<file path="src/verilog/fc_pkg.sv">
`default_nettype none

package fc_pkg;

  // ==========================================================================
  // Layer geometry
  // ==========================================================================

  // Byte address space of the shared memory
  localparam int ADDR_WIDTH = 19;

  // One fetch carries 32 elements
  localparam int CHUNK_BYTES = 32;
  localparam int CHUNKS_PER_ROW = 4;

  // Weight row stride, one byte per element
  localparam int ROW_BYTES = CHUNK_BYTES * CHUNKS_PER_ROW;

  // Row count of a single command
  localparam int MAX_ROWS = 128;
  localparam int ROW_CNT_WIDTH = 8;

  // Bias words are 32 bit, packed back to back
  localparam int BIAS_BYTES = 4;

  // Dot product and activation
  localparam int ACC_WIDTH = 32;
  // Weight scale 7 plus ReLU factor 1
  localparam int LOG2_SCALE = 8;

  // ==========================================================================
  // Types
  // ==========================================================================

  typedef logic [ADDR_WIDTH-1:0] addr_t;

  typedef logic [7:0] data_byte_t;
  typedef logic signed [7:0] wgt_byte_t;

  // Element 0 sits in the low byte
  typedef data_byte_t [CHUNK_BYTES-1:0] data_vec_t;
  typedef wgt_byte_t [CHUNK_BYTES-1:0] wgt_vec_t;

  typedef logic signed [8*BIAS_BYTES-1:0] bias_t;
  typedef logic signed [ACC_WIDTH-1:0] acc_t;

  // Command as written by the host
  typedef struct packed {
    addr_t addr_x;
    addr_t addr_y;
    addr_t addr_b;
    addr_t addr_z;
    logic [ROW_CNT_WIDTH-1:0] num_rows;
  } fc_cmd_t;

  // Read request, address only
  typedef struct packed {
    addr_t addr;
  } mem_req_t;

  // Single byte write
  typedef struct packed {
    addr_t addr;
    logic [7:0] data;
  } mem_wr_t;

endpackage

`default_nettype wire

</file>
<file path="src/verilog/fc_activate_write.sv">
`timescale 1ns/1ps
`default_nettype none

module fc_activate_write (
  input  logic            clk,
  input  logic            rst_n,
  input  logic            sum_valid,
  input  fc_pkg::acc_t    sum,
  input  fc_pkg::bias_t   bias,
  input  fc_pkg::addr_t   wr_addr,
  output fc_pkg::mem_wr_t wr,
  output logic            wr_valid,
  input  logic            wr_ready,
  output logic            row_written
);

  import fc_pkg::*;

  localparam acc_t BYTE_MAX = 255;

  acc_t pre_act;
  acc_t scaled;
  logic [7:0] act_byte;

  // ==========================================================================
  // Bias add and scaled ReLU
  // ==========================================================================
  always_comb
  begin
    pre_act = sum + bias;
    scaled  = pre_act >>> LOG2_SCALE;
    // Negative or zero clamps to 0
    if (pre_act <= 0)
      act_byte = '0;
    // Saturate to the unsigned byte range
    else if (scaled > BYTE_MAX)
      act_byte = 8'hff;
    else
      act_byte = scaled[7:0];
  end

  // ==========================================================================
  // Output write
  // ==========================================================================

  // Address and byte captured with the row sum
  always_ff @(posedge clk)
  begin
    if (sum_valid)
    begin
      wr.addr <= wr_addr;
      wr.data <= act_byte;
    end
  end

  always_ff @(posedge clk or negedge rst_n)
  begin
    if (!rst_n)
      wr_valid <= 1'b0;
    else if (sum_valid)
      wr_valid <= 1'b1;
    else if (wr_ready)
      wr_valid <= 1'b0;
  end

  // Write accepted this cycle
  assign row_written = wr_valid && wr_ready;

  a_wr_stable : assert property (@(posedge clk) disable iff (!rst_n)
    (wr_valid && !wr_ready) |=> (wr_valid && $stable(wr)));

endmodule

`default_nettype wire

</file>
<file path="config.mk">
export PLATFORM = sky130hd
export DESIGN_NAME = fc_activate_write
export DESIGN_NICKNAME = d
export VERILOG_FILES = /design/src/verilog/fc_pkg.sv /design/src/verilog/fc_activate_write.sv
export SDC_FILE = /design/constraint.sdc
export NUM_CORES = 1
export LEC_CHECK = 0
export BUFFER_PORTS_ARGS = -buffer_cell sky130_fd_sc_hd__buf_2
export CAP_MARGIN = 30
export CORE_ASPECT_RATIO = 0.7
export CORE_MARGIN = 5
export CORE_UTILIZATION = 40
export DETAILED_ROUTE_END_ITERATION = 7
export GPL_TIMING_DRIVEN = 0
export PLACE_DENSITY = 0.68
export SLEW_MARGIN = 20
export SYNTH_ARGS = -nofsm -noshare
export SYNTH_HDL_FRONTEND = slang
export SYNTH_SLANG_ARGS = --single-unit
</file>
<file path="constraint.sdc">
create_clock -name clk -period 1.44 [get_ports clk]
set_input_delay 0.216 -clock clk [delete_from_list [all_inputs] [get_ports clk]]
set_output_delay 0.216 -clock clk [all_outputs]
set_load 0.02 [all_outputs]
</file>
After elaboration in Yosys (flattened, before gate mapping)
Index checks and enable logic that the tools add are counted.
Word-level totals
  bits in registers: 28
  bits in latches: 0
  RAM bits: 0
  ROM bits: 0
  bits of input ports: 87
  memories kept: 0
Operators by class
  $add $sub $neg: 1
  $mul: 0
  div/mod/pow operators: 0
  order comparisons: 2
  eq/ne operators: 0
  shift operators: 0
  muxes and demuxes: 3
  bitwise logic cells: 0
  reduce and logical (&&, ||, !) cells: 2
Operators by type and width (number)
  $add 32x32->32: 1
  $le 32x1->1 const B: 1
  $gt 24x9->1 const B: 1
  $mux 8: 1
  $mux 1: 2
  $reduce_bool 2->1: 1
  $logic_and 1x1->1: 1

Logic depth before layout (Yosys ltp)
  word-level depth: 3
  depth in mapped cells: 11

Worst setup path before layout
OpenSTA, ideal clock, no wires.
  path kind: input-to-reg
  start point: input sum[0]
  end point: register wr[0] (netlist bit), data pin
  library setup time: 0.279 ns
  arrival: 2.806 ns
  data required time: 1.161 ns
  path slack: -1.645 ns
  stages: 11
  buffers on the path: 0
  path through: ha_1 fa_1 a211oi_2 o211ai_2 a21oi_2 o21bai_2 or3b_1 a31o_1 a2111o_1 nor4_4 a31oi_1
Between the ends
  cells in the longest elaborated chain, start to end: 3
  elaborated cells between the ends (all ways): 4
  classes of those cells: add/sub (1); order compare (2); mux (1)
RTL lines
  from (decl): RTL line fc_activate_write.sv:8  | input fc_pkg::acc_t sum,
  $add 32x32->32 (*): RTL line fc_activate_write.sv:30  | pre_act = sum + bias;
  $gt 24x9->1: RTL line fc_activate_write.sv:36  | else if (scaled > BYTE_MAX)
  $mux 8: RTL line fc_activate_write.sv:36
  to (decl): RTL line fc_activate_write.sv:11  | output fc_pkg::mem_wr_t wr,
Mark *: on every way between the ends. The rest lies on a longest branch, timed or not.
A chain may end at the register's enable or synchronous reset.

Worst setup path after layout
Same ends and word-level chain as after synthesis.

==> flow_summary.ini <==
[layout]
nets = 549
area.growth.synth_to_final_pct = 34.2
fillCellCount = 627
stdcell_count = 523
layout-drive-gt1-share = 0.420
register_area_um2 = 836
antenna_cells = 0
multi_input_area_um2 = 1900
final_cell_area_um2 = 3780
final_util = 0.557

[sta]
final_hold_viol_count = 0
finalSetupViolations = 8
min_period_over_period = 2.03
drv_slew = 0
max_freq_ghz = 0.342
rsz0062_at_grt = true
relSlewSlack = 0.614
fin_crit_ps = 2930
fin_skew_ps = 0
fin_ws_ps = -1490
tightest_slew_ps = 579

[clock_network]
insertion_delay_ps = 260
path_clk_slew_ps = 80
htreeDepth = 1
numCtsBuffers = 3
cts_root_buffer = clkbuf_8
cts_tree = done
clk_path_buf_depth = 2
cts_sinks = 28

[floorplanning]
rows = 25
die_y_um = 80.2
core_um2 = 6790
initial_utilization = 0.415
io_pins = 116
die-area_um2 = 8840
dieWidth_um = 110

[logic_synthesis]
ys_warn_count = 0
yosysTopAreaCell = edfxtp_1
ys_top_cells_by_area = edfxtp_1 29%, ha_1 14%, a21oi_1 4.8%, buf_6 3.6%, nand2_1 3.3%
synth_flop_cell = edfxtp_1
syn_avg_cell_area_um2 = 9.48
synth_cell_types = 63
netlist_top_cells_count = 31 x ha_1, 27 x a21oi_1, 27 x edfxtp_1, 25 x nand2_1, 15 x nor2_1
synth_edf_count = 27
ys_async_sr_fraction = 0.0357
yosysTopAreaCellShare = 0.288
syn-cell-area_um2 = 2820
syn_inst = 297
synth.net_count = 416
yosysMostFrequentCell = ha_1
yosysSeqAreaShare = 0.297
synth-seq-cells = 28

[critical_path]
worstReg2RegEnd = wr_valid
crit_start = sum[0]
cp.required_ps = 1430
crit_type = in -> reg
r2r_setup_slack_ps = 750
worstSetupEndpointType = flop
timing.rr.start = wr_valid
cp_max_fo = 8
start_kind = input port
r2r_cells = 1
cp.arrival_ps = 2920

[min_path]
hp-start = wr_addr[4]
hold_depth = 1
min_to = wr[12]
hp-class = in -> reg

[pwr]
clkPwrFrac = 0.140
finalPower_mw = 2.89
p_seq_frac = 0.351
power_leakage_nw = 1.64
combPwrFrac = 0.509
pwr_density_cell_nw_per_um2 = 764
vdd_drop_max_mv = 0.372
p_sw_mw = 1.07
swShare = 0.370
p_int_mw = 1.82

[detailed_routing]
vias_per_cell = 5.44
routedWlPerCell_um = 15.2
dr.pass1.iters = 6
drc_errors = 0
routed_wl_um = 7940
drtIter0Drc = 174
vias = 2847
antenna_left = 0

[placement]
post-place-ws_ps = -1920
place.detailed.hpwl_um = 6290
routabilityCongestion = 0.915
dp.cells = 506
postPlaceCellArea_um2 = 3520
numPortBuffers = 115

[global_route]
grt_pass1_wl_um = 12000
grt_usage = 0.168
grt_max_degree = 29
antenna_found_initial = 0
grt_pass1_vias = 2620
grt.overflow.total = 0

[job]
maxCapViolCount = 0

[status]
outcome = complete, but fails checks
violations = negative setup slack
-- cell usage in the layout (no fill, tap or decap), types with 3 or more instances in the layout --
| cell type | count |
|---|---|
| edfxtp_1 | 27 |
| buf_4 | 14 |
| a31oi_1 | 7 |
| o21bai_1 | 3 |
| nand4_1 | 13 |
| buf_6 | 12 |
| ha_1 | 30 |
| xnor2_1 | 6 |
| buf_2 | 114 |
| o211ai_1 | 7 |
| nand2_1 | 25 |
| inv_1 | 9 |
| o21ai_0 | 11 |
| clkbuf_8 | 4 |
| o21a_1 | 4 |
| o21ai_2 | 4 |
| o21ai_1 | 11 |
| nor3_1 | 6 |
| nand3_1 | 3 |
| a21o_1 | 5 |
| or3_1 | 3 |
| xor2_1 | 8 |
| a21oi_2 | 6 |
| nor2_1 | 15 |
| xnor2_2 | 3 |
| a21oi_1 | 25 |
| clkbuf_1 | 3 |
-- layer usage --
layer,share of wire,global-route usage
met1,0.46,0.234
met2,0.44,0.275
met3,0.086,0.0193
met4,0.011,0.0467
met5,0,0
-- worst max-delay path by stage --
stage            end
5_1_grt        wr[0]
4_1_cts        wr[0]
3_5_place_dp   wr[0]
3_3_place_gp   wr[7]
2_1_floorplan  wr[1]
6_report       wr[0]
-- power groups by stage --
stage          Sequential (mW)  Clock [mW]  Combinational [mW]
6_report                  1.01       0.404                1.47
5_1_grt                   1.02       0.455                1.60
4_1_cts                   1.01       0.423                1.40
3_5_place_dp              1.03           0                1.31
3_3_place_gp              1.03           0                1.29
2_1_floorplan             1.15           0               0.796
-- final cells by class --
cell class,instances,share of cell area
Sequential cell,28,0.221
Inverter,9,0.00894
Buffer,14,0.0358
Clock buffer,4,0.0119
Multi-Input combinational cell,244,0.504
Tap cell,94,0.0311
Timing Repair Buffer,130,0.187
-- through the flow --
stage	TNS [ps]	hold WS (ps)
3_3_place_gp	-15150	-9.11
2_1_floorplan	-11200	-79.6
6_report	-11680	122
3_5_place_dp	-15050	-5.23
5_1_grt	-12280	106
4_1_cts	-12200	113
-- what timing repair did --
| action | 4_1_cts | 5_1_grt |
|---|---|---|
| hold buffers | 1 | 0 |
| endpoints found under the hold margin | 1 | 0 |
| resized for setup | 8 | 9 |
| endpoints found under the setup margin | 8 | 8 |
| buffers inserted | 12 | 2 |
| gates cloned | 0 | 0 |
| pin swaps | 4 | 4 |
-- flip-flops by register name, summed over array words and instances, names as in the netlist --
| signal | cells |
|---|---|
| wr | 27 |
| wr_valid | 1 |
-- kinds of logic after synthesis --
| kind of cell | synth area share |
|---|---|
| flip-flops | 0.297 |
| multiplexers | 0.0111 |
| AND/OR/NAND/NOR | 0.140 |
| XOR/XNOR | 0.0613 |
| AO/OA/AOI/OAI | 0.283 |
| adder cells (fa/ha/maj) | 0.145 |
| buffers and inverters | 0.0627 |
-- worst max-delay path, cell delays in order --
cell and delay (ps):
buf_6 100, ha_4 150, fa_2 370, a211oi_4 250, o211ai_2 150, a21oi_2 200
o21bai_2 100, or3b_1 380, a31o_1 240, a2111o_1 340, nor4_4 160, buf_6 170
a31oi_1 100
(Power assumes the default switching activity.)
