`src/verilog/fc_pkg.sv`:
```
`default_nettype none

package fc_pkg;

  // ==========================================================================
  // Layer geometry
  // ==========================================================================

  // Byte address space of the shared memory
  localparam int ADDR_WIDTH = 19;

  // One fetch carries 32 elements
  localparam int CHUNK_BYTES = 32;
  localparam int CHUNKS_PER_ROW = 4;

  // Weight row stride, one byte per element
  localparam int ROW_BYTES = CHUNK_BYTES * CHUNKS_PER_ROW;

  // Row count of a single command
  localparam int MAX_ROWS = 128;
  localparam int ROW_CNT_WIDTH = 8;

  // Bias words are 32 bit, packed back to back
  localparam int BIAS_BYTES = 4;

  // Dot product and activation
  localparam int ACC_WIDTH = 32;
  // Weight scale 7 plus ReLU factor 1
  localparam int LOG2_SCALE = 8;

  // ==========================================================================
  // Types
  // ==========================================================================

  typedef logic [ADDR_WIDTH-1:0] addr_t;

  typedef logic [7:0] data_byte_t;
  typedef logic signed [7:0] wgt_byte_t;

  // Element 0 sits in the low byte
  typedef data_byte_t [CHUNK_BYTES-1:0] data_vec_t;
  typedef wgt_byte_t [CHUNK_BYTES-1:0] wgt_vec_t;

  typedef logic signed [8*BIAS_BYTES-1:0] bias_t;
  typedef logic signed [ACC_WIDTH-1:0] acc_t;

  // Command as written by the host
  typedef struct packed {
    addr_t addr_x;
    addr_t addr_y;
    addr_t addr_b;
    addr_t addr_z;
    logic [ROW_CNT_WIDTH-1:0] num_rows;
  } fc_cmd_t;

  // Read request, address only
  typedef struct packed {
    addr_t addr;
  } mem_req_t;

  // Single byte write
  typedef struct packed {
    addr_t addr;
    logic [7:0] data;
  } mem_wr_t;

endpackage

`default_nettype wire

```
`src/verilog/fc_read_port.sv`:
```
`timescale 1ns/1ps
`default_nettype none

module fc_read_port #(
  parameter type payload_t = logic [7:0]
) (
  input  logic             clk,
  input  logic             rst_n,
  input  logic             issue,
  input  logic             consume,
  input  fc_pkg::addr_t    addr,
  output fc_pkg::mem_req_t req,
  output logic             req_valid,
  input  logic             req_ready,
  input  logic             rsp_valid,
  input  payload_t         rsp,
  output logic             loaded,
  output payload_t         payload
);

  // Request taken by memory, answer still due
  logic pending_q;

  // ==========================================================================
  // Request / response tracking
  // ==========================================================================
  always_ff @(posedge clk or negedge rst_n)
  begin
    if (!rst_n)
    begin
      req_valid <= 1'b0;
      pending_q <= 1'b0;
      loaded    <= 1'b0;
    end
    else
    begin
      // Hold request until handshake
      if (issue)
        req_valid <= 1'b1;
      else if (req_valid && req_ready)
        req_valid <= 1'b0;

      if (req_valid && req_ready)
        pending_q <= 1'b1;
      else if (rsp_valid)
        pending_q <= 1'b0;

      // Stays up until the sequencer has used it
      if (rsp_valid)
        loaded <= 1'b1;
      else if (consume)
        loaded <= 1'b0;
    end
  end

  // Address and returned payload
  always_ff @(posedge clk)
  begin
    if (issue)
      req.addr <= addr;
    if (rsp_valid)
      payload <= rsp;
  end

  // Single outstanding request per port
  a_issue_when_free : assert property (@(posedge clk) disable iff (!rst_n)
    issue |-> !(req_valid || pending_q || loaded));

  a_rsp_expected : assert property (@(posedge clk) disable iff (!rst_n)
    rsp_valid |-> pending_q);

endmodule

`default_nettype wire

```
`config.mk`:
```
export PLATFORM = sky130hd
export DESIGN_NAME = fc_read_port
export DESIGN_NICKNAME = d
export VERILOG_FILES = /design/src/verilog/fc_pkg.sv /design/src/verilog/fc_read_port.sv
export SDC_FILE = /design/constraint.sdc
export NUM_CORES = 1
export LEC_CHECK = 0
export BUFFER_PORTS_ARGS = -buffer_cell sky130_fd_sc_hd__clkbuf_2
export CORE_ASPECT_RATIO = 1.4
export CORE_MARGIN = 5
export CORE_UTILIZATION = 38
export CTS_BUF_LIST = sky130_fd_sc_hd__clkbuf_16
export CTS_CLUSTER_DIAMETER = 120
export DETAILED_ROUTE_END_ITERATION = 12
export PLACE_DENSITY = 0.77
export SLEW_MARGIN = 5
export SYNTH_ARGS = -nofsm -noshare
export SYNTH_HDL_FRONTEND = slang
export SYNTH_SLANG_ARGS = --single-unit
```
`constraint.sdc`:
```
create_clock -name clk -period 1.2 [get_ports clk]
set_clock_uncertainty 0.05 [all_clocks]
set_input_delay 0.12 -clock clk [delete_from_list [all_inputs] [get_ports clk]]
set_output_delay 0.12 -clock clk [all_outputs]
set_load 0.01 [all_outputs]
```
**After elaboration in Yosys (flattened, before gate mapping)**

Index checks and enable logic that the tools add are counted.

- Logic and storage cells: 11
- Output and inout port bits: 29
- Input bits: 33
- Bits in registers: 29

- Reduce and logical (&&, ||, !) cells: 3
- Muxes and demuxes: 4

Operators by type and width:

| operator | count |
|---|---|
| $mux W1 | 4 |
| $reduce_bool A2 Y1 | 2 |
| $logic_and A1 B1 Y1 | 1 |

**Depth between registers and ports, before layout**

Gate-level depths: netlist of the first run.

- Depth after elaboration: 3
- Gate-level depth with buffers: 2
- Gate-level depth less buffers: 2

**Worst setup path before layout of the first run**

Ideal clock, no wire load.

- Path kind: flip-flop to flip-flop
- Start: register loaded (netlist name)
- End: register loaded
- Path slack: 0.467 ns
- Path buffers: 0
- Stages on the path, launching flop included: 2
- Library setup time: 0.118 ns
- Data required time: 1.032 ns
- Arrival: 0.565 ns
- Path through: dfrtp_1 > a21o_1

RTL lines:

| item | line | source |
|---|---|---|
| to (signal assigned) | fc_read_port.sv:33 | `loaded <= 1'b0;` |
| to (signal assigned) | fc_read_port.sv:50 | `loaded <= 1'b1;` |
| to (signal assigned) | fc_read_port.sv:52 | `loaded <= 1'b0;` |
| to (decl) | fc_read_port.sv:17 | `output logic loaded,` |

**Worst setup path in the final report of the first run**

- Start: register payload[6] (netlist bit)
- End: output payload[6] (netlist bit)

RTL lines:

| item | line | source |
|---|---|---|
| from (decl) | fc_read_port.sv:18 | `output payload_t payload` |
| from (signal assigned) | fc_read_port.sv:62 | `payload <= rsp;` |

No word-level cell between the ends.

==> results of run 1 <==
[metal layers]
| layer | GRT usage, % | share of wire, % | up-vias |
|---|---|---|---|
| met3 | 9.84 | 14 | 6 |
| met5 | 0 | 0 | - |
| met4 | 9.58 | 2.3 | 0 |
| met2 | 25.5 | 52 | 52 |
| li1 | - | - | 319 |
| met1 | 12.3 | 31 | 306 |
[sequential cells by signal, summed over array words and instances (netlist names)]
register / cells
payload: 8
req_valid: 1
loaded: 1
req: 19
[final timing paths]
kind,start,slack (ps),end,cells after the start
hold reg to reg,loaded,440,loaded,1
min in group asynchronous,rst_n,120,req_valid,2
setup reg to reg,req_valid,490,req_valid,1
hold / removal,consume,50,loaded,3
setup / recovery,payload[6],240,payload[6],1
max in group asynchronous,rst_n,880,loaded,2
[logic make-up after synthesis]
| group | Yosys count |
|---|---|
| buffers and inverters | 2 |
| DFF | 29 |
| AOI/OAI and AO/OA | 2 |
[synth_stat cells]
| cell | n |
|---|---|
| sky130_fd_sc_hd__a21o_1 | 2 |
| sky130_fd_sc_hd__dfrtp_1 | 2 |
| sky130_fd_sc_hd__inv_1 | 2 |
| sky130_fd_sc_hd__edfxtp_1 | 27 |
[power groups by stage]
stage	registers, W	clock network [W]	logic, W
after floorplan	0.00128	0	0.00000470
after global placement	0.00123	0	0.000188
after detailed placement	0.00124	0	0.000193
after CTS	0.00122	0.00114	0.000265
after global routing	0.00123	0.00122	0.000285
final	0.00122	0.00112	0.000266
[stage by stage]
step | worst slack (ps) | utilization [%] | hold slack (ps) | power (W) | instances
2_1_floorplan | 467 | - | -226 | 0.00128 | 33
3_3_place_gp | 276 | 55.2 | -143 | 0.00142 | 116
3_5_place_dp | 271 | 55.2 | -140 | 0.00143 | 116
4_1_cts | 235 | 74.2 | 48.8 | 0.00263 | 152
5_1_grt | 193 | 74.2 | 55.1 | 0.00273 | 152
6_report | 243 | 74.2 | 52.7 | 0.00261 | 152
[area by class of cell]
type	instances	area, sq um
Clock buffer	5	125
Clock inverter	3	12.5
Fill cell	146	568
Inverter	2	7.51
Multi-Input combinational cell	2	15.0
Sequential cell	29	861
Tap cell	22	27.5
Timing Repair Buffer	89	586
==> impl_metrics.ini, run 1 <==
[global_route]
first_global_vias = 789
grt_start_max_net_pins = 21
grt_antenna_before_repair = 0
grt.overflow.total = 0
global_route_wire_length_before_repair_mm = 3.57
track_usage_pct = 15.0

[placement]
port-buffer-count = 61
gpl.final_weighted_congestion = 0.714
sum_of_net_half_perimeters_after_detailed_placement_mm = 1.49
detailed_place.area_sq_um = 1220

[clock_network]
clock_path_buffers = 2
clock_insertion_delay_worst_skew_ps = 260
clock_tree.root_cell = sky130_fd_sc_hd__clkbuf_16
cts_tree = built
clock-sinks = 29
postCtsHoldBufs = 28
number_of_resized_instances_in_the_post_cts_repair_step = 0
cts-buffers-inserted = 5
clk_transition_reported_paths_ps = 50
cts_setup_buffers = 0
ctsHtreeMaxLevel = 2

[synth]
synthesis.area_sq_um = 883
seq_area_frac_synth_pct = 97.5
synth_adder_area_share_pct = 0
synthesis.yosys.warnings = 0
post_synth_main_area_contributors = sky130_fd_sc_hd__edfxtp_1, sky130_fd_sc_hd__dfrtp_1, sky130_fd_sc_hd__a21o_1, sky130_fd_sc_hd__inv_1
synth-seq-cells = 29
synthDistinctLibCells = 4
synth_top_family_by_area = compound AO/OA/AOI/OAI gates
post_synth_xor_area_fraction_pct = 0
synth_largest_area_cell = sky130_fd_sc_hd__edfxtp_1
syn_avg_cell_area_sq_um = 26.8
post_synth_mux_area_share_pct = 0
mappedNetlistNets = 66
synth.top_cell.area_share_pct = 91.8
synthesis.instances = 33
yosys.area_share.simple_pct = 0
synth_compound_area_share_pct = 1.70

[floorplanning]
die_h_microns = 67.0
pin_count = 62
core-area_sq_um = 2200
die_w_microns = 50.8
design.die.area_sq_um = 3400
num_rows = 20
initial_core_util_pct = 40.1

[routing]
total_wire_length_mm = 2.24
final_antenna_net_count = 0
vias_per_cell = 4.49
drt_drc_violations_left = 0
drtPass1Iterations = 4
detail_route.wl_per_cell_microns = 14.7
initial_drc_count = 7
dr_total_vias = 683

[setup_path]
crit_required_ps = 1030
delay_of_the_slowest_cell_on_the_worst_path_ps = 380
worst_path_dominant_cell_family = flip-flops
worst_setup_path_start_kind = register
setup.worst_path.class = register to output pin
critPathCaptureType = output pin
worst-path-max-fanout = 1
worstPathArrival_ps = 790
cpMaxStageDelayCell = sky130_fd_sc_hd__edfxtp_1
path_cells = clkbuf_2
timing.critical_path.buf_inv = 1

[layout]
post_route_cell_area_sq_um = 1630
final_layout_size_suffix_gt1_share_pct = 51.5
final_net_count = 162
layout_common_cells = sky130_fd_sc_hd__clkbuf_2, sky130_fd_sc_hd__dlygate4sd3_1, sky130_fd_sc_hd__edfxtp_1
area_delta_synth_final_pct = 85.0
n_antenna_cell = 0
layout.cells.most_common = sky130_fd_sc_hd__clkbuf_2

[sta]
min_period_over_period_pct = 79.8
finalHoldViolations = 0
timing.slew.headroom_pct = 67.6
maxSlewViolCount = 0
fmax_mhz = 1040
final.min_clock_period_ps = 957
worst-slew-pin-transition_ps = 487
final-setup-viol-count = 0
grt_setup_unrepaired = false
timing.setup.tns_ps = 0

[pwr]
seqPwrFrac_pct = 46.7
power_frac_comb_pct = 10.2
peakVddDrop_mv = 1.11
pwr-share-clk_pct = 43.1
net-switching-power_w = 0.000520
power_per_cell_area_nw_per_um2 = 1600
static-leakage-power_nw = 0.746
power_switching_share_pct = 19.9
power_report.internal_total_w = 0.00209

[worst_hold_path]
hold_path.class = input port to register

[status]
status = finished clean

[run]
drv_cap = 0
(Power assumes the default switching activity.)
==> inputs of run 2 (changes only) <==
CORE_UTILIZATION = 35   (was 38)
PLACE_DENSITY = 0.75   (was 0.77)
clock period = 0.8 ns   (was 1.2 ns; I/O delays follow)
==> run 2 against run 1 <==
Effect of this change: the flow now finishes with violations (negative setup slack); total power increased by 51%; global-route usage decreased by 1.5 points; die area increased by 7.1%; first-iteration DRC count increased by 14%; routed wire length increased by 3.9%; via count increased by 1.2%; flip-flop and latch count unchanged; critical endpoint is now payload[0]; sequential share of layout area decreased by 1.5 points; register-to-register slack got worse by 390 ps; design area increased by 2.9%.
==> impl_metrics.ini, run 2 (same netlist as run 1, synthesis figures left out) <==
[status]
status = finished with violations
failed_checks = negative setup slack

[pwr]
report.power.total_w = 0.00395
static-leakage-power_nw = 0.768
power_per_cell_area_nw_per_um2 = 2350
peakVddDrop_mv = 1.84

[layout]
final_core_util_pct = 69.6
n_fill_cell = 173
final_layout_size_suffix_gt1_share_pct = 51.5
area_delta_synth_final_pct = 90.4
largest-register = req
layout.cells.most_common = sky130_fd_sc_hd__clkbuf_2
final_net_count = 164
layout_top_registers = req x19, payload x8
n_antenna_cell = 0
post_route_cell_area_sq_um = 1680
number_of_flip_flops_under_the_largest_register_name = 19
layout_common_cells = sky130_fd_sc_hd__clkbuf_2, sky130_fd_sc_hd__dlygate4sd3_1, sky130_fd_sc_hd__edfxtp_1

[floorplanning]
die_w_microns = 52.5
design.die.area_sq_um = 3640
initial_core_util_pct = 36.5
core-area_sq_um = 2420
num_rows = 21
die_h_microns = 69.4
pin_count = 62

[setup_path]
cpMaxStageDelayCell = sky130_fd_sc_hd__edfxtp_1
crit_required_ps = 670
worst_setup_path_start_kind = register
critPathCaptureType = output pin
delay_of_the_slowest_cell_on_the_worst_path_ps = 380
setup.worst_path.class = register to output pin
timing.critical_path.buf_inv = 1
worst-path-max-fanout = 1
worst_path_dominant_cell_family = flip-flops
path_cells = clkbuf_2
worstPathArrival_ps = 800

[run]
drv_cap = 0

[routing]
detail_route.wl_per_cell_microns = 14.0
dr_total_vias = 691
drtPass1Iterations = 4
final_antenna_net_count = 0
initial_drc_count = 8
total_wire_length_mm = 2.32
vias_per_cell = 4.16
drt_drc_violations_left = 0

[global_route]
grt_antenna_before_repair = 0
first_global_vias = 756
global_route_wire_length_before_repair_mm = 3.39
groute.layer.met1.usage_pct = 13.2
grt_start_max_net_pins = 20
grtUsageMet3_pct = 5.16
grt.overflow.total = 0
track_usage_pct = 13.5
grt-busiest-layer = met2
groute.layer.met2.usage_pct = 21.8

[sta]
timing.slew.headroom_pct = 85.7
maxSlewViolCount = 0
grt_setup_unrepaired = true
finalHoldViolations = 0
fmax_mhz = 1080
setup_ws_ps = -128
min_period_over_period_pct = 116
final-setup-viol-count = 29
fin_worst_hold_slack_ps = 0.454
final.min_clock_period_ps = 928
worst-slew-pin-transition_ps = 215

[placement]
gpl.final_weighted_congestion = 0.665
port-buffer-count = 61
sum_of_net_half_perimeters_after_detailed_placement_mm = 1.41
detailed_place.area_sq_um = 1250
place_ws_ps = 83.9

[clock_network]
cts_tree = built
clock_insertion_delay_worst_skew_ps = 270
clock_path_buffers = 2
clk_transition_reported_paths_ps = 50
clock_tree.root_cell = sky130_fd_sc_hd__clkbuf_16
cts-buffers-inserted = 5
clock-sinks = 29
cts_setup_buffers = 0
ctsHtreeMaxLevel = 2

[worst_hold_path]
hold_path.class = input port to register
## run 2: changes by cell type in the layout (fill, tap and decap cells not counted)
cell and change:
sky130_fd_sc_hd__buf_12 +1, sky130_fd_sc_hd__dlymetal6s4s_1 +1
## run 2: final cells by class
cell class                      count  area [sq um]  area share (%)
Tap cell                           34          42.5            2.53
Multi-Input combinational cell      2          15.0           0.893
Clock inverter                      3          12.5           0.744
Sequential cell                    29           861            51.2
Clock buffer                        5           125            7.44
Timing Repair Buffer               91           618            36.8
Inverter                            2          7.51           0.446
## run 2: repair_timing
item | in CTS | in global routing
hold buffers | 30 | 0
endpoints found under the setup margin | 29 | 31
gates cloned | 0 | 0
hold endpoints to repair | 31 | 0
gates resized for setup | 0 | 1
pin swaps | 0 | 0
## run 2: per-layer routing
metal / vias up / wire, microns
met1: 308 / 811
met5: - / 0
li1: 323 / -
met3: 10 / 264
met2: 50 / 1150
met4: 0 / 96
## run 2: stage by stage
stage	instances	setup TNS, ps
detailed placement	129	0
global route	166	-3390
global placement	129	0
floorplan	33	0
CTS	167	-2880
finish	166	-2680
## run 2: path summary, 6_finish.rpt
kind / cells past startpoint / slack (ps) / startpoint / endpoint
min in group asynchronous: 2 / 80 / rst_n / req_valid
max reg2reg: 1 / 100 / req_valid / req_valid
max in group asynchronous: 2 / 520 / rst_n / loaded
min reg2reg: 1 / 430 / loaded / loaded
min: 2 / 0.5 / issue / req_valid
max: 1 / -130 / payload[0] / payload[0]
## run 2: power breakdown
| part | internal [W] | leakage, nW | total, W | switching [W] |
|---|---|---|---|---|
| Clock | 0.00112 | 0.0687 | 0.00171 | 0.000590 |
| Combinational | 0.000234 | 0.414 | 0.000417 | 0.000183 |
| Sequential | 0.00179 | 0.286 | 0.00182 | 0.0000303 |
==> inputs of run 3 (changes only) <==
ABC_AREA = 1   (was default)
==> run 3 against run 2 <==
Effect of this change: largest cell class unchanged; worst setup slack better by 7.1 ps; register-to-register slack lost 200 ps; synthesized area increased by 0.85%; core utilization grew 0.72 points; count of clock-buffer cells in the layout unchanged; critical path type unchanged; fmax grew 0.77%; hold slack better by 9.1 ps; the flow still finishes with violations (negative setup slack); final cell count grew 3.0%; critical endpoint is now req_valid.
==> impl_metrics.ini, run 3 <==
[floorplanning]
num_rows = 21
die_h_microns = 69.7
pin_count = 62
die_w_microns = 52.6
core-area_sq_um = 2420
initial_core_util_pct = 36.9
design.die.area_sq_um = 3670

[synth]
synth_largest_area_cell = sky130_fd_sc_hd__edfxtp_1
ys_top_cells_by_count = sky130_fd_sc_hd__edfxtp_1, sky130_fd_sc_hd__inv_1, sky130_fd_sc_hd__nand2_1, sky130_fd_sc_hd__dfrtp_1
synth_top_family_by_area = buffers and inverters
yosys_most_used_dff = sky130_fd_sc_hd__edfxtp_1
post_synth_main_area_contributors = sky130_fd_sc_hd__edfxtp_1, sky130_fd_sc_hd__dfrtp_1, sky130_fd_sc_hd__inv_1, sky130_fd_sc_hd__nand2_1
synthesis.area_sq_um = 891
post_synth_xor_area_fraction_pct = 0
async_reset_ff_share_pct = 6.90
synthDistinctLibCells = 4
syn_avg_cell_area_sq_um = 24.1
synth-seq-cells = 29
synthesis.yosys.warnings = 0
yosys.cell_count.top_type = sky130_fd_sc_hd__edfxtp_1
synth.top_cell.area_share_pct = 91.0
seq_area_frac_synth_pct = 96.6
synth_compound_area_share_pct = 0
synthesis.instances = 37
synth_adder_area_share_pct = 0
post_synth_mux_area_share_pct = 0
yosys.area_share.simple_pct = 1.69
synth_edf_count = 27
mappedNetlistNets = 70

[status]
failed_checks = negative setup slack
status = finished with violations

[placement]
sum_of_net_half_perimeters_after_detailed_placement_mm = 1.43
port-buffer-count = 61
numPlacedInstances = 133
detailed_place.area_sq_um = 1260
gpl.final_weighted_congestion = 0.653

[setup_path]
worst-path-max-fanout = 2
crit_required_ps = 670
setup.worst_path.class = register to output pin
worst_path_dominant_cell_family = flip-flops
timing.critical_path.buf_inv = 1
critPathCaptureType = output pin
cpMaxStageDelayCell = sky130_fd_sc_hd__dfrtp_1
path_cells = clkbuf_2
worstPathArrival_ps = 790
worst_setup_path_start_kind = register
delay_of_the_slowest_cell_on_the_worst_path_ps = 390

[layout]
final_net_count = 169
final_cell_count_no_fill = 171
area_delta_synth_final_pct = 90.7
layout.cells.most_common = sky130_fd_sc_hd__clkbuf_2
largest-register = req
n_antenna_cell = 0
final_core_util_pct = 70.3
number_of_flip_flops_under_the_largest_register_name = 19
layout_top_registers = req x19, payload x8
final_layout_size_suffix_gt1_share_pct = 51.8
post_route_cell_area_sq_um = 1700
layout_common_cells = sky130_fd_sc_hd__clkbuf_2, sky130_fd_sc_hd__dlygate4sd3_1, sky130_fd_sc_hd__edfxtp_1

[routing]
total_wire_length_mm = 2.29
final_antenna_net_count = 0
initial_drc_count = 5
drt_drc_violations_left = 0
vias_per_cell = 4.13
drtPass1Iterations = 4
dr_total_vias = 707
detail_route.wl_per_cell_microns = 13.4

[run]
drv_cap = 0

[global_route]
global_route_wire_length_before_repair_mm = 3.71
grt_antenna_before_repair = 0
groute.layer.met2.usage_pct = 22.7
grt.overflow.total = 0
groute.layer.met1.usage_pct = 15.0
grt_start_max_net_pins = 21
track_usage_pct = 14.4
grtUsageMet3_pct = 6.88
grt-busiest-layer = met2
first_global_vias = 825

[sta]
setup_ws_ps = -121
min_period_over_period_pct = 115
fmax_mhz = 1090
worst-slew-pin-transition_ps = 212
final.min_clock_period_ps = 921
fin_worst_hold_slack_ps = 9.52
timing.slew.headroom_pct = 85.9
finalHoldViolations = 0
final-setup-viol-count = 30
grt_setup_unrepaired = true
maxSlewViolCount = 0

[clock_network]
clock_insertion_delay_worst_skew_ps = 260
clock_tree.root_cell = sky130_fd_sc_hd__clkbuf_16
ctsHtreeMaxLevel = 2
cts_tree = built
clock-sinks = 29
cts-buffers-inserted = 5
clock_path_buffers = 2
clk_transition_reported_paths_ps = 40

[worst_hold_path]
hold_path.class = input port to register

[pwr]
peakVddDrop_mv = 1.95
power_per_cell_area_nw_per_um2 = 2300
static-leakage-power_nw = 0.786
[run 3: area by class of cell]
cell class	count	area, sq um
inverters	4	15.0
multi-input cells	4	20.0
fillers	166	718
repair buffers	92	624
well taps	34	42.5
clock inverters	3	11.3
clock buffers	5	125
flip-flops and latches	29	861
[run 3: repair_timing]
| action | in CTS | in global routing |
|---|---|---|
| setup endpoints to repair | 29 | 30 |
| hold endpoints to repair | 29 | 0 |
| hold buffers | 28 | 0 |
| setup buffers | 1 | 1 |
| pin swaps | 0 | 2 |
| gates resized for setup | 0 | 3 |
[run 3: metal layers]
metal / vias up / share of wire (%)
met5: - / 0
met4: 0 / 2.7
met3: 7 / 13
met2: 49 / 49
met1: 318 / 35
li1: 333 / -
[run 3: worst paths after layout]
check                           from        end  slack (ps)  cells after the start
max                        req_valid  req_valid        -120                      1
min                          consume     loaded          10                      4
max reg2reg                req_valid  req_valid        -100                      4
min reg2reg                   loaded     loaded         470                      2
max in group asynchronous      rst_n  req_valid         510                      2
min in group asynchronous      rst_n     loaded          90                      2
[run 3: worst reg2reg max path, stage by stage (launching register included)]
cell and delay, ps:
sky130_fd_sc_hd__dfrtp_1 390, sky130_fd_sc_hd__buf_4 140, sky130_fd_sc_hd__buf_6 100, sky130_fd_sc_hd__nand2_2 50, sky130_fd_sc_hd__nand2_2 50
[run 3: stage by stage]
stage | total power, W | worst slack, ps | TNS (ps)
floorplan | 0.00193 | 135 | 0
finish | 0.00391 | -121 | -2660
global placement | 0.00214 | 107 | 0
detailed placement | 0.00215 | 96.9 | 0
global route | 0.00408 | -164 | -3620
CTS | 0.00392 | -122 | -2740
[run 3: cells by family after synthesis]
kind of cell,count (synthesis)
buffers and inverters,4
DFF,29
and+or+nand+nor,4
[run 3: where the power goes]
part | total, W | switching [W] | internal, W
registers | 0.00183 | 0.0000328 | 0.00179
clock network | 0.00165 | 0.000547 | 0.00111
logic | 0.000427 | 0.000186 | 0.000241
total | 0.00391 | 0.000766 | 0.00314
