File: src/verilog/fc_pkg.sv
`default_nettype none

package fc_pkg;

  // ==========================================================================
  // Layer geometry
  // ==========================================================================

  // Byte address space of the shared memory
  localparam int ADDR_WIDTH = 19;

  // One fetch carries 32 elements
  localparam int CHUNK_BYTES = 32;
  localparam int CHUNKS_PER_ROW = 4;

  // Weight row stride, one byte per element
  localparam int ROW_BYTES = CHUNK_BYTES * CHUNKS_PER_ROW;

  // Row count of a single command
  localparam int MAX_ROWS = 128;
  localparam int ROW_CNT_WIDTH = 8;

  // Bias words are 32 bit, packed back to back
  localparam int BIAS_BYTES = 4;

  // Dot product and activation
  localparam int ACC_WIDTH = 32;
  // Weight scale 7 plus ReLU factor 1
  localparam int LOG2_SCALE = 8;

  // ==========================================================================
  // Types
  // ==========================================================================

  typedef logic [ADDR_WIDTH-1:0] addr_t;

  typedef logic [7:0] data_byte_t;
  typedef logic signed [7:0] wgt_byte_t;

  // Element 0 sits in the low byte
  typedef data_byte_t [CHUNK_BYTES-1:0] data_vec_t;
  typedef wgt_byte_t [CHUNK_BYTES-1:0] wgt_vec_t;

  typedef logic signed [8*BIAS_BYTES-1:0] bias_t;
  typedef logic signed [ACC_WIDTH-1:0] acc_t;

  // Command as written by the host
  typedef struct packed {
    addr_t addr_x;
    addr_t addr_y;
    addr_t addr_b;
    addr_t addr_z;
    logic [ROW_CNT_WIDTH-1:0] num_rows;
  } fc_cmd_t;

  // Read request, address only
  typedef struct packed {
    addr_t addr;
  } mem_req_t;

  // Single byte write
  typedef struct packed {
    addr_t addr;
    logic [7:0] data;
  } mem_wr_t;

endpackage

`default_nettype wire

File: src/verilog/fc_sequencer.sv
`timescale 1ns/1ps
`default_nettype none

module fc_sequencer (
  input  logic            clk,
  input  logic            rst_n,
  input  fc_pkg::fc_cmd_t cmd,
  input  logic            cmd_valid,
  output logic            cmd_ready,
  output logic            data_issue,
  output logic            wgt_issue,
  output logic            bias_issue,
  output fc_pkg::addr_t   data_addr,
  output fc_pkg::addr_t   wgt_addr,
  output fc_pkg::addr_t   bias_addr,
  input  logic            data_loaded,
  input  logic            wgt_loaded,
  input  logic            bias_loaded,
  output logic            consume,
  output logic            chunk_valid,
  output logic            chunk_first,
  output logic            chunk_last,
  output fc_pkg::addr_t   wr_addr,
  input  logic            row_written,
  output logic            busy,
  output logic            done
);

  import fc_pkg::*;

  localparam int CHUNK_CNT_WIDTH = $clog2(CHUNKS_PER_ROW);
  localparam logic [CHUNK_CNT_WIDTH-1:0] LAST_CHUNK = CHUNK_CNT_WIDTH'(CHUNKS_PER_ROW - 1);

  typedef enum logic [1:0] {
    S_IDLE,
    S_FETCH,
    S_ACCUM,
    S_WAIT_WR
  } state_t;

  state_t state_q;
  fc_cmd_t cmd_q;
  fc_cmd_t base;
  logic [ROW_CNT_WIDTH-1:0] row_q;
  logic [CHUNK_CNT_WIDTH-1:0] chunk_q;
  logic issue_q;
  logic start;
  logic last_row;
  logic operands_ready;
  addr_t chunk_off;

  // ==========================================================================
  // Command decode
  // ==========================================================================

  // No new command in the done cycle
  assign cmd_ready = (state_q == S_IDLE) && !done;
  assign start     = cmd_valid && cmd_ready;
  assign busy      = (state_q != S_IDLE) || done;

  always_ff @(posedge clk)
  begin
    if (start)
      cmd_q <= cmd;
  end

  // First fetch is issued in the accept cycle, before cmd_q is loaded
  assign base = (state_q == S_IDLE) ? cmd : cmd_q;

  // ==========================================================================
  // Address generation
  // ==========================================================================
  assign chunk_off = addr_t'(chunk_q) * addr_t'(CHUNK_BYTES);

  assign data_addr = base.addr_x + chunk_off;
  assign wgt_addr  = base.addr_y + addr_t'(row_q) * addr_t'(ROW_BYTES) + chunk_off;
  assign bias_addr = base.addr_b + addr_t'(row_q) * addr_t'(BIAS_BYTES);
  assign wr_addr   = cmd_q.addr_z + addr_t'(row_q);

  // Bias once per row, with chunk 0
  assign data_issue = start || issue_q;
  assign wgt_issue  = data_issue;
  assign bias_issue = start || (issue_q && chunk_q == '0);

  // ==========================================================================
  // Chunk hand-off to the accumulator
  // ==========================================================================
  assign operands_ready = data_loaded && wgt_loaded && (bias_loaded || chunk_q != '0);

  assign chunk_valid = (state_q == S_ACCUM);
  assign consume     = chunk_valid;
  assign chunk_first = chunk_valid && (chunk_q == '0);
  assign chunk_last  = chunk_valid && (chunk_q == LAST_CHUNK);

  assign last_row = (row_q == cmd_q.num_rows - 1'b1);

  // ==========================================================================
  // Row / chunk FSM
  // ==========================================================================
  always_ff @(posedge clk or negedge rst_n)
  begin
    if (!rst_n)
    begin
      state_q <= S_IDLE;
      row_q   <= '0;
      chunk_q <= '0;
      issue_q <= 1'b0;
      done    <= 1'b0;
    end
    else
    begin
      issue_q <= 1'b0;
      done    <= 1'b0;
      case (state_q)
        S_IDLE:
        begin
          if (start)
            state_q <= S_FETCH;
        end
        // Wait for all operands of this chunk
        S_FETCH:
        begin
          if (operands_ready)
            state_q <= S_ACCUM;
        end
        S_ACCUM:
        begin
          if (chunk_last)
          begin
            chunk_q <= '0;
            state_q <= S_WAIT_WR;
          end
          else
          begin
            chunk_q <= chunk_q + 1'b1;
            issue_q <= 1'b1;
            state_q <= S_FETCH;
          end
        end
        // Row result leaves through the writer
        S_WAIT_WR:
        begin
          if (row_written)
          begin
            if (last_row)
            begin
              row_q   <= '0;
              done    <= 1'b1;
              state_q <= S_IDLE;
            end
            else
            begin
              row_q   <= row_q + 1'b1;
              issue_q <= 1'b1;
              state_q <= S_FETCH;
            end
          end
        end
        default:
        begin
          state_q <= S_IDLE;
        end
      endcase
    end
  end

  a_num_rows_legal : assert property (@(posedge clk) disable iff (!rst_n)
    start |-> (cmd.num_rows != '0 && cmd.num_rows <= MAX_ROWS));

endmodule

`default_nettype wire

File: config.mk
export PLATFORM = sky130hd
export DESIGN_NAME = fc_sequencer
export DESIGN_NICKNAME = d
export VERILOG_FILES = /design/src/verilog/fc_pkg.sv /design/src/verilog/fc_sequencer.sv
export SDC_FILE = /design/constraint.sdc
export NUM_CORES = 1
export LEC_CHECK = 0
export ABC_AREA = 1
export BUFFER_PORTS_ARGS = -buffer_cell sky130_fd_sc_hd__buf_2
export CORE_ASPECT_RATIO = 1.1
export CORE_MARGIN = 2
export CORE_UTILIZATION = 30
export DETAILED_ROUTE_END_ITERATION = 10
export HOLD_SLACK_MARGIN = 0.08
export MAX_ROUTING_LAYER = met4
export PLACE_DENSITY_LB_ADDON = 0.12
export REMOVE_ABC_BUFFERS = 1
export SYNTH_ARGS = -nofsm -noshare
export SYNTH_HDL_FRONTEND = slang
export SYNTH_SLANG_ARGS = --single-unit
File: constraint.sdc
create_clock -name clk -period 11.61 [get_ports clk]
set_input_delay 0.5805 -clock clk [delete_from_list [all_inputs] [get_ports clk]]
set_output_delay 0.5805 -clock clk [all_outputs]
set_load 0.1 [all_outputs]
## After elaboration in Yosys (flattened, before gate mapping)

Index checks and enable logic that the tools add are counted.

- Register bits: 98
- Bits of input ports: 91
- Output and inout port bits: 86
- Logic and storage cells: 60

- Add/subtract/negate cells: 8
- Equal/unequal tests: 8
- Muxes and demuxes: 16
- Reduce and logical (&&, ||, !) cells: 18

Operator list:

| kind | number |
|---|---|
| $mux W84 | 1 |
| $add A19 B7 Y19 | 2 |
| $add A19 B10 Y19 | 1 |
| $add A19 B15 Y19 | 1 |
| $add A19 B8 Y19 | 1 |
| $mux W2 | 5 |
| $add A8 B1 Y8 const B | 1 |
| $eq A8 B8 Y1 | 1 |
| $mux W8 | 1 |
| $pmux W2 S4 | 1 |
| $sub A8 B1 Y8 const B | 1 |
| $logic_and A1 B1 Y1 | 7 |
| $mux W1 | 7 |
| $eq A2 B2 Y1 const B | 3 |
| $ne A2 B2 Y1 const B | 3 |
| $logic_not A2 Y1 | 2 |
| $logic_or A1 B1 Y1 | 4 |
| $reduce_bool A2 Y1 | 2 |
| $reduce_and A3 Y1 | 1 |
| $add A2 B1 Y2 const B | 1 |
| $eq A2 B1 Y1 const B | 1 |
| $pmux W1 S2 | 1 |
| $reduce_and A2 Y1 | 1 |
| $logic_not A1 Y1 | 1 |

## Depth between registers and ports, before layout

Gate-level depths: netlist of the first run.

- Word-level depth: 5
- Depth in mapped cells: 17
- Mapped depth without buffers: 15

## Worst setup path before layout of the first run

Ideal clock, no wire load.

- Path kind: register to output
- From: reg done
- To: out wgt_issue
- Data arrival time: 8,436 ps
- Required time: 11,030 ps
- Path slack: 2,593 ps
- Cell stages (with the launch flop): 7
- Path buffers: 1
- Path through: dfrtp_1 > nor2_1 > inv_1 > nor2_1 > inv_1 > nand2_1 > buf_4

- Longest elaborated chain between the ends: 4

Ends and longest elaborated chain:

| item | RTL line | RTL |
|---|---|---|
| start: declaration | fc_sequencer.sv:26 | `output logic done` |
| start signal: assignment | fc_sequencer.sv:108 | `done <= 1'b0;` |
| start signal: assignment | fc_sequencer.sv:113 | `done <= 1'b0;` |
| start signal: assignment | fc_sequencer.sv:148 | `done <= 1'b1;` |
| $logic_not A1 Y1 | fc_sequencer.sv:57 | `assign cmd_ready = (state_q == S_IDLE) && !done;` |
| $logic_and A1 B1 Y1 | fc_sequencer.sv:57 |  |
| net cmd_ready | fc_sequencer.sv:9 | `output logic cmd_ready,` |
| $logic_and A1 B1 Y1 | fc_sequencer.sv:58 | `assign start = cmd_valid && cmd_ready;` |
| net start | fc_sequencer.sv:47 | `logic start;` |
| $logic_or A1 B1 Y1 | fc_sequencer.sv:81 | `assign data_issue = start \|\| issue_q;` |
| end: declaration | fc_sequencer.sv:11 | `output logic wgt_issue,` |

The timed path passes the listed nets, and every way through them passes these cells.

## Worst setup path after layout of the first run

- From: reg state_q[1]
- To: out bias_addr[14]

- Longest elaborated chain between the ends: 3

Ends and longest elaborated chain:

| item | RTL line | RTL |
|---|---|---|
| start: declaration | fc_sequencer.sv:41 | `state_t state_q;` |
| start signal: assignment | fc_sequencer.sv:104 | `state_q <= S_IDLE;` |
| start signal: assignment | fc_sequencer.sv:118 | `state_q <= S_FETCH;` |
| start signal: assignment | fc_sequencer.sv:124 | `state_q <= S_ACCUM;` |
| $logic_not A2 Y1 | fc_sequencer.sv:68 | `assign base = (state_q == S_IDLE) ? cmd : cmd_q;` |
| $mux W84 | fc_sequencer.sv:68 |  |
| $add A19 B10 Y19 | fc_sequencer.sv:77 | `assign bias_addr = base.addr_b + addr_t'(row_q) * addr_t'(BIAS_BYTES);` |
| end: declaration | fc_sequencer.sv:15 | `output fc_pkg::addr_t bias_addr,` |

Every way passes these cells.

==> impl_metrics.yaml, run 1 <==
sta:
  finalHoldViolCount: 0
  rsz0062_at_grt: "no"
  clock_skew_ns: 0.0135
  setup_tns_ns: 0
  max-slew-margin-rel_pct: 52.4
  worst_pin_slew_ns: 0.713
  hold_ws_ns: 0.126
  post-route-min-period_ns: 4.52
  setup_viol: 0
  maxSlewViolCount: 0
  fmax_mhz: 221
  fin_crit_sh_pct: 38.9
die:
  ios: 177
  die-area_um2: 21900
  start_util_pct: 30.4
  die_y_um: 155
  rows: 55
  die_w_um: 141
  core_um2: 20500
cts:
  cts-resized-gates: 0
  cts-root-buf: "clkbuf_16"
  clk_latency_ns: 0.36
  hold_buffers: 0
  cts_buffer_depth: 2
  cts.sinks: 98
  cts_buffers: 9
  clk_pin_slew_ns: 0.08
  postCtsSetupBuffers: 0
  htree_num_levels: 3
  cts_tree: "yes"
finish:
  area_growth_pct: 23.6
  drive_gt1_share_pct: 24.5
  fin_nets: 1031
  design_area_um2: 7700
  nFillCells: 2201
routing:
  drc: 0
  vias: 5152
  totalWireLength_um: 16100
  vias_per_cell: 4.41
  drt_iter0_drc: 199
  drt_pass1_iterations: 4
  avgRoutedWirePerCell_um: 13.8
  postRouteAntennaNets: 0
placement:
  placedInstanceArea_um2: 7380
  place.gp.congestion: 0.782
  io_buffer_count: 176
  dp_hpwl_um: 11900
hold_path:
  min_path_type: "primary input to asynchronous set/reset pin"
worst_setup_path:
  cp_max_fo: 60
  worstPathArrival_ns: 3.94
  required_ns: 11.03
  critical_path.endpoint_type: "output port"
  critPathKind: "register to output port"
  start_kind: "register"
logic_synthesis:
  ys_ff_latch: 98
  synth_enable_flop_cells: 84
  ys_seq_area_share_pct: 46.1
  synth_cells: 728
  syn_area_um2: 6230
  synthArstFlopShare_pct: 14.3
  syn_area_per_cell_um2: 8.56
  yosys_warnings: 0
  yosysUniqueCellTypes: 38
  synth-main-ff-cell: "edfxtp_1"
grt:
  grt_pass1_wl_um: 25500
  grt_use_total_pct: 15.4
  grt_pass1_vias: 4984
  grt_overflow_total: 0
  grt_max_degree: 61
  antenna_found_initial: 2
outcome:
  status: "complete, no violations"
flow_run:
  drv_cap: 0
## final cells by class
type                            instances  area (um^2)  share of cell area, %
Inverter                               78          295                   3.83
Antenna cell                            2         5.00                 0.0650
Sequential cell                        98         2870                   37.3
Clock inverter                          6         90.1                   1.17
Tap cell                              256          320                   4.16
Timing Repair Buffer                  179          903                   11.7
Clock buffer                           10          229                   2.97
Multi-Input combinational cell        538         2980                   38.8
## worst max-delay path, stage by stage (launching register included)
cell and delay, ns:
dfrtp_1 0.46, nor2_4 0.16, buf_4 0.53, nand2_1 0.10, nand2_1 0.10, ha_1 0.15, inv_1 0.05, fa_1 0.39
o21ai_0 0.39, nand2_1 0.09, o211ai_1 0.19, nand2_1 0.14, o21ai_0 0.19, inv_1 0.06, nor2_1 0.07, buf_2 0.43
## metrics by stage
| stage | std cells | utilization [%] | setup WS [ns] |
|---|---|---|---|
| 2_1_floorplan | 714 | - | 1.70 |
| 3_5_place_dp | 1149 | 36.0 | 7.47 |
| 5_1_grt | 1167 | 37.5 | 6.67 |
| 4_1_cts | 1165 | 37.5 | 7.07 |
| 6_report | 1167 | 37.5 | 7.09 |
| 3_3_place_gp | 1149 | 36.0 | 7.51 |
## flip-flops by register name, indices dropped and copies added (netlist names)
register and flops:
state_q 2, done 1, cmd_q 84, issue_q 1, chunk_q 2, row_q 8
## routing by layer
metal / global-route usage (%) / share of wire, %
met1: 19.3 / 47
met2: 24.5 / 45
met3: 3.94 / 6.3
met4: 4.57 / 1.2
met5: - / 0
## cells by family after synthesis
logic type,count (synthesis),synth area share (%)
flops,98,46.1
xor+xnor,59,8.42
mux,5,0.803
simple gates,365,24.3
fa+ha+maj,36,7.71
compound gates,73,6.51
buf+inv,92,6.11
## cells in the mapped netlist (5+ instances only)
cell type / count / share of area [%]
a21oi_1: 29 / 2.3
buf_2: 5 / 0.40
dfrtp_1: 14 / 5.6
edfxtp_1: 84 / 40
ha_1: 32 / 6.4
inv_1: 76 / 4.6
mux2i_1: 5 / 0.80
nand2_1: 243 / 15
nand2_2: 10 / 1.0
nand3_1: 28 / 2.2
nor2_1: 55 / 3.3
nor3_1: 8 / 0.64
o21ai_0: 25 / 2.0
o21bai_1: 5 / 0.60
or2_2: 5 / 0.50
xnor2_1: 22 / 3.1
xor2_1: 36 / 5.1
## final timing paths
check / start / to / slack (ns) / cells past startpoint
min: rst_n / chunk_q[1] / 0.13 / 1
min in group clk: cmd[17] / cmd_q[17] / 0.40 / 1
max: state_q[1] / bias_addr[14] / 7.09 / 15
max in group asynchronous: rst_n / row_q[3] / 11.22 / 1
max reg2reg: state_q[1] / cmd_q[59] / 8.88 / 7
min reg2reg: chunk_q[0] / chunk_q[0] / 0.61 / 1
## cells in the final DEF (no fill, tap or decap), types with 4 or more instances in the layout
cell / netlist / layout
xnor2_1: 22 / 22
dfrtp_1: 14 / 14
buf_2: 5 / 176
nand3b_1: 4 / 4
nand2_1: 243 / 243
mux2i_1: 5 / 5
a21oi_1: 29 / 29
o21ai_0: 25 / 25
nor2_1: 55 / 54
inv_1: 76 / 76
nand2_2: 10 / 10
nor2_2: 4 / 4
or2_2: 5 / 5
ha_1: 32 / 32
edfxtp_1: 84 / 84
fa_1: 4 / 4
xor2_1: 36 / 36
nor3_1: 8 / 8
nand3_1: 28 / 28
o21bai_1: 5 / 5
clkbuf_16: 0 / 9
Power of run 1 is left out: the tool's default activity adds up to more than one toggle a clock period on the data nets, which glitch-free logic cannot reach.
==> run 2, diff against run 1 <==
Clock period 11.61 ns to 4.03 ns, I/O delays scaled along.
==> run 2 against run 1 <==
Core utilization is 7.5 points higher. Design area rose by 20%. Clock skew shrank 0.0084 ns. Sequential share of layout area down 6.2 points. Register-to-register slack got worse by 7.4 ns. Routed wire length is 8.3% higher. Setup slack worse by 6.6 ns. Critical path depth unchanged. Hold slack gained 0.15 ns. Clock-buffer cell count unchanged. Critical endpoint unchanged. Largest cell class unchanged.
==> impl_metrics.yaml, run 2 (synthesis results as in run 1) <==
sta:
  fmax_mhz: 279
  rsz0062_at_grt: "no"
  setup_tns_ns: 0
  fin_crit_sh_pct: 89.0
  worst_pin_slew_ns: 0.511
  clock_skew_ns: 0.00509
  finalHoldViolCount: 0
  max-slew-margin-rel_pct: 66.2
  maxSlewViolCount: 0
  setup_viol: 0
  post-route-min-period_ns: 3.59
die:
  core_um2: 20500
  die_y_um: 155
  ios: 177
  die-area_um2: 21900
  start_util_pct: 30.4
  die_w_um: 141
  rows: 55
finish:
  reg_top3: "cmd_q x84, row_q x8"
  final_cell_mix: "243 x nand2_1, 132 x buf_2, 85 x dlygate4sd3_1"
  drive_gt1_share_pct: 22.5
  area_growth_pct: 48.2
  regMostFlops: "cmd_q"
  layout_commonest_cell: "nand2_1"
  nFillCells: 2068
  largest_reg_flops: 84
  antenna_cells: 0
  fin_nets: 1119
worst_setup_path:
  reg2reg_to: "cmd_q[80]"
  rrSetupSlack_ns: 1.52
  required_ns: 3.83
  critical_path.endpoint_type: "output port"
  crit_chain: "nor2_4 -> inv_4 -> nand2_1 -> nand2_1 -> ha_1 -> inv_1 -> fa_1 -> o21ai_0 -> nand2_1 -> o211ai_1 -> nand2_1 -> o21ai_0 -> inv_1 -> nor2_1 -> buf_12"
  worstPathArrival_ns: 3.38
  start_kind: "register"
  rr_worst_depth: 7
  critPathTopFamily: "compound AO/OA/AOI/OAI gates"
  critPathMaxStageDelay_ns: 0.48
  cp_max_fo: 25
  crit_slowest_cell: "dfrtp_1"
  crit_top_cell: "nand2_1"
  timing.critical_path.buf_inv: 4
  critPathKind: "register to output port"
  worstReg2RegStart: "state_q[1]"
placement:
  dp_hpwl_um: 12800
  place.gp.congestion: 0.812
  io_buffer_count: 176
grt:
  grt_pass1_wl_um: 28300
  grt_pass1_vias: 5594
  antenna_found_initial: 0
  grt_max_degree: 58
  grt_overflow_total: 0
  grt_use_total_pct: 16.7
routing:
  drc: 0
  drt_pass1_iterations: 5
  vias: 5556
  drt_iter0_drc: 222
  postRouteAntennaNets: 0
  vias_per_cell: 4.43
  avgRoutedWirePerCell_um: 13.9
  totalWireLength_um: 17400
cts:
  clk_pin_slew_ns: 0.07
  cts_tree: "yes"
  cts.sinks: 98
  cts_buffer_depth: 2
  clk_latency_ns: 0.34
  cts_buffers: 9
  htree_num_levels: 3
  cts-root-buf: "clkbuf_16"
  postCtsSetupBuffers: 0
hold_path:
  min_to: "done"
  holdCritStartpoint: "row_written"
  worstHoldPathCells: 3
  min_path_type: "primary input to register"
flow_run:
  drv_cap: 0
outcome:
  status: "complete, no violations"
==> run 2: cell types whose count changed in the layout (fill, tap and decap cells not counted) <==
cell,delta
dlygate4sd3_1,+85
buf_12,+45
buf_2,-44
buf_4,+2
clkinv_1,+2
diode_2,-2
clkinvlp_4,-1
inv_6,-1
==> run 2: how the worst max path moves through the flow <==
stage               startpoint       endpoint  slack [ns]  cells past startpoint
floorplan           state_q[1]     data_issue       -5.50                      7
global placement    state_q[1]  bias_addr[14]        0.88                     15
detailed placement  state_q[1]  bias_addr[14]        0.84                     15
CTS                 state_q[0]  bias_addr[14]        0.41                     15
global route        state_q[1]  bias_addr[14]        0.07                     15
finish              state_q[0]  bias_addr[14]        0.44                     15
==> run 2: worst register-to-register path, cell delays in order (launching register included) <==
cell and delay (ns):
dfrtp_1 0.46, nor2_4 0.25, inv_4 0.17, buf_4 0.28, nor2_1 0.18, inv_1 0.10
nor2_4 0.31, buf_12 0.32
==> run 2: final cells by class <==
| class | count | area, um^2 | area share [%] |
|---|---|---|---|
| well taps | 256 | 320 | 3.47 |
| multi-input cells | 538 | 2980 | 32.3 |
| clock buffers | 10 | 229 | 2.48 |
| flip-flops and latches | 98 | 2870 | 31.1 |
| inverters | 78 | 295 | 3.20 |
| clock inverters | 6 | 81.3 | 0.881 |
| repair buffers | 267 | 2450 | 26.5 |
==> run 2: metrics by stage <==
stage / util [%] / cells / hold WS [ns] / instance area, um^2 / worst slack (ns)
6_report: 45.0 / 1253 / 0.272 / 9230 / 0.445
5_1_grt: 45.0 / 1253 / 0.286 / 9230 / 0.0718
4_1_cts: 45.0 / 1253 / 0.268 / 9230 / 0.413
3_3_place_gp: 39.4 / 1152 / 0.137 / 8070 / 0.875
2_1_floorplan: - / 714 / -0.0941 / 6140 / -5.50
3_5_place_dp: 39.4 / 1152 / 0.136 / 8070 / 0.841
==> run 2: per-layer routing <==
metal | global-route usage, % | wire, um | up-vias
li1 | - | - | 2889
met1 | 21.6 | 8210 | 2530
met2 | 27.1 | 8160 | 133
met3 | 3.91 | 970 | 4
met4 | 3.38 | 79 | 0
met5 | - | 0 | -
==> run 2: what timing repair did <==
item,CTS,global route
hold buffers,85,0
hold endpoints to repair,98,0
gates resized for setup,0,0
Power of run 2 is left out for the same reason.
==> run 3, diff against run 2 <==
Settings changed: CORE_ASPECT_RATIO 1.1 to 0.9.
==> run 3 against run 2 <==
Clock-buffer cell count decreased by 1. Sequential share of layout area about the same. First-iteration DRC count increased by 14%. Critical path depth unchanged. Final cell count unchanged. Clock skew increased by 0.00094 ns. Core utilization increased by 0.77 points. Global-route usage decreased by 0.41 points. Hold slack got worse by 0.0076 ns. Register-to-register slack got worse by 0.18 ns. Critical path type unchanged.
==> impl_metrics.yaml, run 3 (synthesis results as in run 1) <==
outcome:
  status: "complete, no violations"
worst_setup_path:
  required_ns: 3.83
  cp_max_fo: 21
  worstPathArrival_ns: 3.33
  reg2reg_to: "cmd_q[50]"
  worstReg2RegStart: "state_q[1]"
  start_kind: "register"
  rrSetupSlack_ns: 1.34
  critical_path.endpoint_type: "output port"
  rr_worst_depth: 7
  critPathKind: "register to output port"
grt:
  grt_max_degree: 47
  grt_pass1_wl_um: 27100
  grt_overflow_total: 0
  grt_use_total_pct: 16.3
  antenna_found_initial: 2
  grt_pass1_vias: 5402
die:
  die_w_um: 156
  core_um2: 20200
  die_y_um: 141
  rows: 49
  start_util_pct: 30.9
  die-area_um2: 21900
  ios: 177
routing:
  drt_pass1_iterations: 4
  wl_met1_um: 7970
  totalWireLength_um: 17200
  vias_per_cell: 4.43
  wl_met2_um: 8090
  avgRoutedWirePerCell_um: 13.7
  drc: 0
  drt_iter0_drc: 253
  postRouteAntennaNets: 0
  highest_layer: "met4"
  vias: 5551
  wl_met3_um: 834
placement:
  dp_hpwl_um: 12700
  place.gp.congestion: 0.841
  io_buffer_count: 176
cts:
  postCtsSetupBuffers: 0
  htree_num_levels: 3
  cts.sinks: 98
  cts_buffers: 9
  hold_buffers: 85
  clk_latency_ns: 0.35
  cts_buffer_depth: 2
  clk_pin_slew_ns: 0.07
  cts-resized-gates: 0
  cts_tree: "yes"
  cts-root-buf: "clkbuf_16"
finish:
  largest_reg_flops: 84
  fin_util_pct: 45.8
  regMostFlops: "cmd_q"
  area_growth_pct: 48.3
  drive_gt1_share_pct: 22.5
  fin_nets: 1118
  reg_top3: "cmd_q x84, row_q x8"
  layout_commonest_cell: "nand2_1"
  final_cell_mix: "243 x nand2_1, 132 x buf_2, 85 x dlygate4sd3_1"
sta:
  clock_skew_ns: 0.00603
  worst_pin_slew_ns: 0.576
  fmax_mhz: 283
  maxSlewViolCount: 0
  rsz0062_at_grt: "no"
  max-slew-margin-rel_pct: 61.5
  finalHoldViolCount: 0
  post-route-min-period_ns: 3.53
  fin_crit_sh_pct: 87.7
  setup_viol: 0
hold_path:
  min_to: "done"
  min_path_type: "primary input to register"
  holdCritStartpoint: "row_written"
  worstHoldPathCells: 3
flow_run:
  drv_cap: 0
## run 3: changes by cell type in the layout (fill, tap and decap cells not counted)
cell        change
clkbuf_1        -1
inv_6           +1
diode_2         +2
clkinv_2        -1
clkinvlp_4      +1
buf_4           -1
## run 3: cell type report
type / count / area [um^2]
Multi-Input combinational cell: 538 / 2980
Sequential cell: 98 / 2870
Clock inverter: 7 / 92.6
Clock buffer: 9 / 225
Tap cell: 255 / 319
Timing Repair Buffer: 266 / 2440
Fill cell: 1920 / 10900
Antenna cell: 2 / 5.00
Inverter: 78 / 295
## run 3: stage by stage
stage	instances	cell area, um^2	worst slack [ns]	setup TNS [ns]	hold slack, ns
6_report	1253	9240	0.497	0	0.264
2_1_floorplan	714	6140	-5.50	-373.26	-0.0941
3_3_place_gp	1150	8060	0.965	0	0.131
3_5_place_dp	1150	8060	0.861	0	0.126
5_1_grt	1253	9240	0.236	0	0.271
4_1_cts	1251	9230	0.462	0	0.248
## run 3: worst max-delay path by stage
stage	endpoint	depth (start not counted)	slack (ns)	from
detailed placement	bias_addr[14]	15	0.86	state_q[0]
finish	bias_addr[14]	15	0.50	state_q[0]
floorplan	data_issue	7	-5.50	state_q[1]
CTS	bias_addr[14]	15	0.46	state_q[0]
global placement	wgt_addr[17]	14	0.96	state_q[1]
global route	bias_addr[14]	15	0.24	state_q[0]
## run 3: worst max-delay path, stage by stage (launching register included)
cell      delay, ns
dfrtp_1        0.49
nor2_4         0.11
inv_4          0.20
nand2_1        0.08
nand2_1        0.07
ha_1           0.16
inv_1          0.06
fa_1           0.40
o21ai_0        0.36
nand2_1        0.09
o211ai_1       0.19
nand2_1        0.14
o21ai_0        0.18
inv_1          0.06
nor2_1         0.17
buf_12         0.20
## run 3: layer usage
layer / track usage (%) / vias to the layer above
li1: - / 2893
met1: 20.1 / 2522
met2: 26.7 / 122
met3: 3.87 / 14
met4: 4.93 / 0
met5: - / -
Power of run 3 is left out for the same reason.
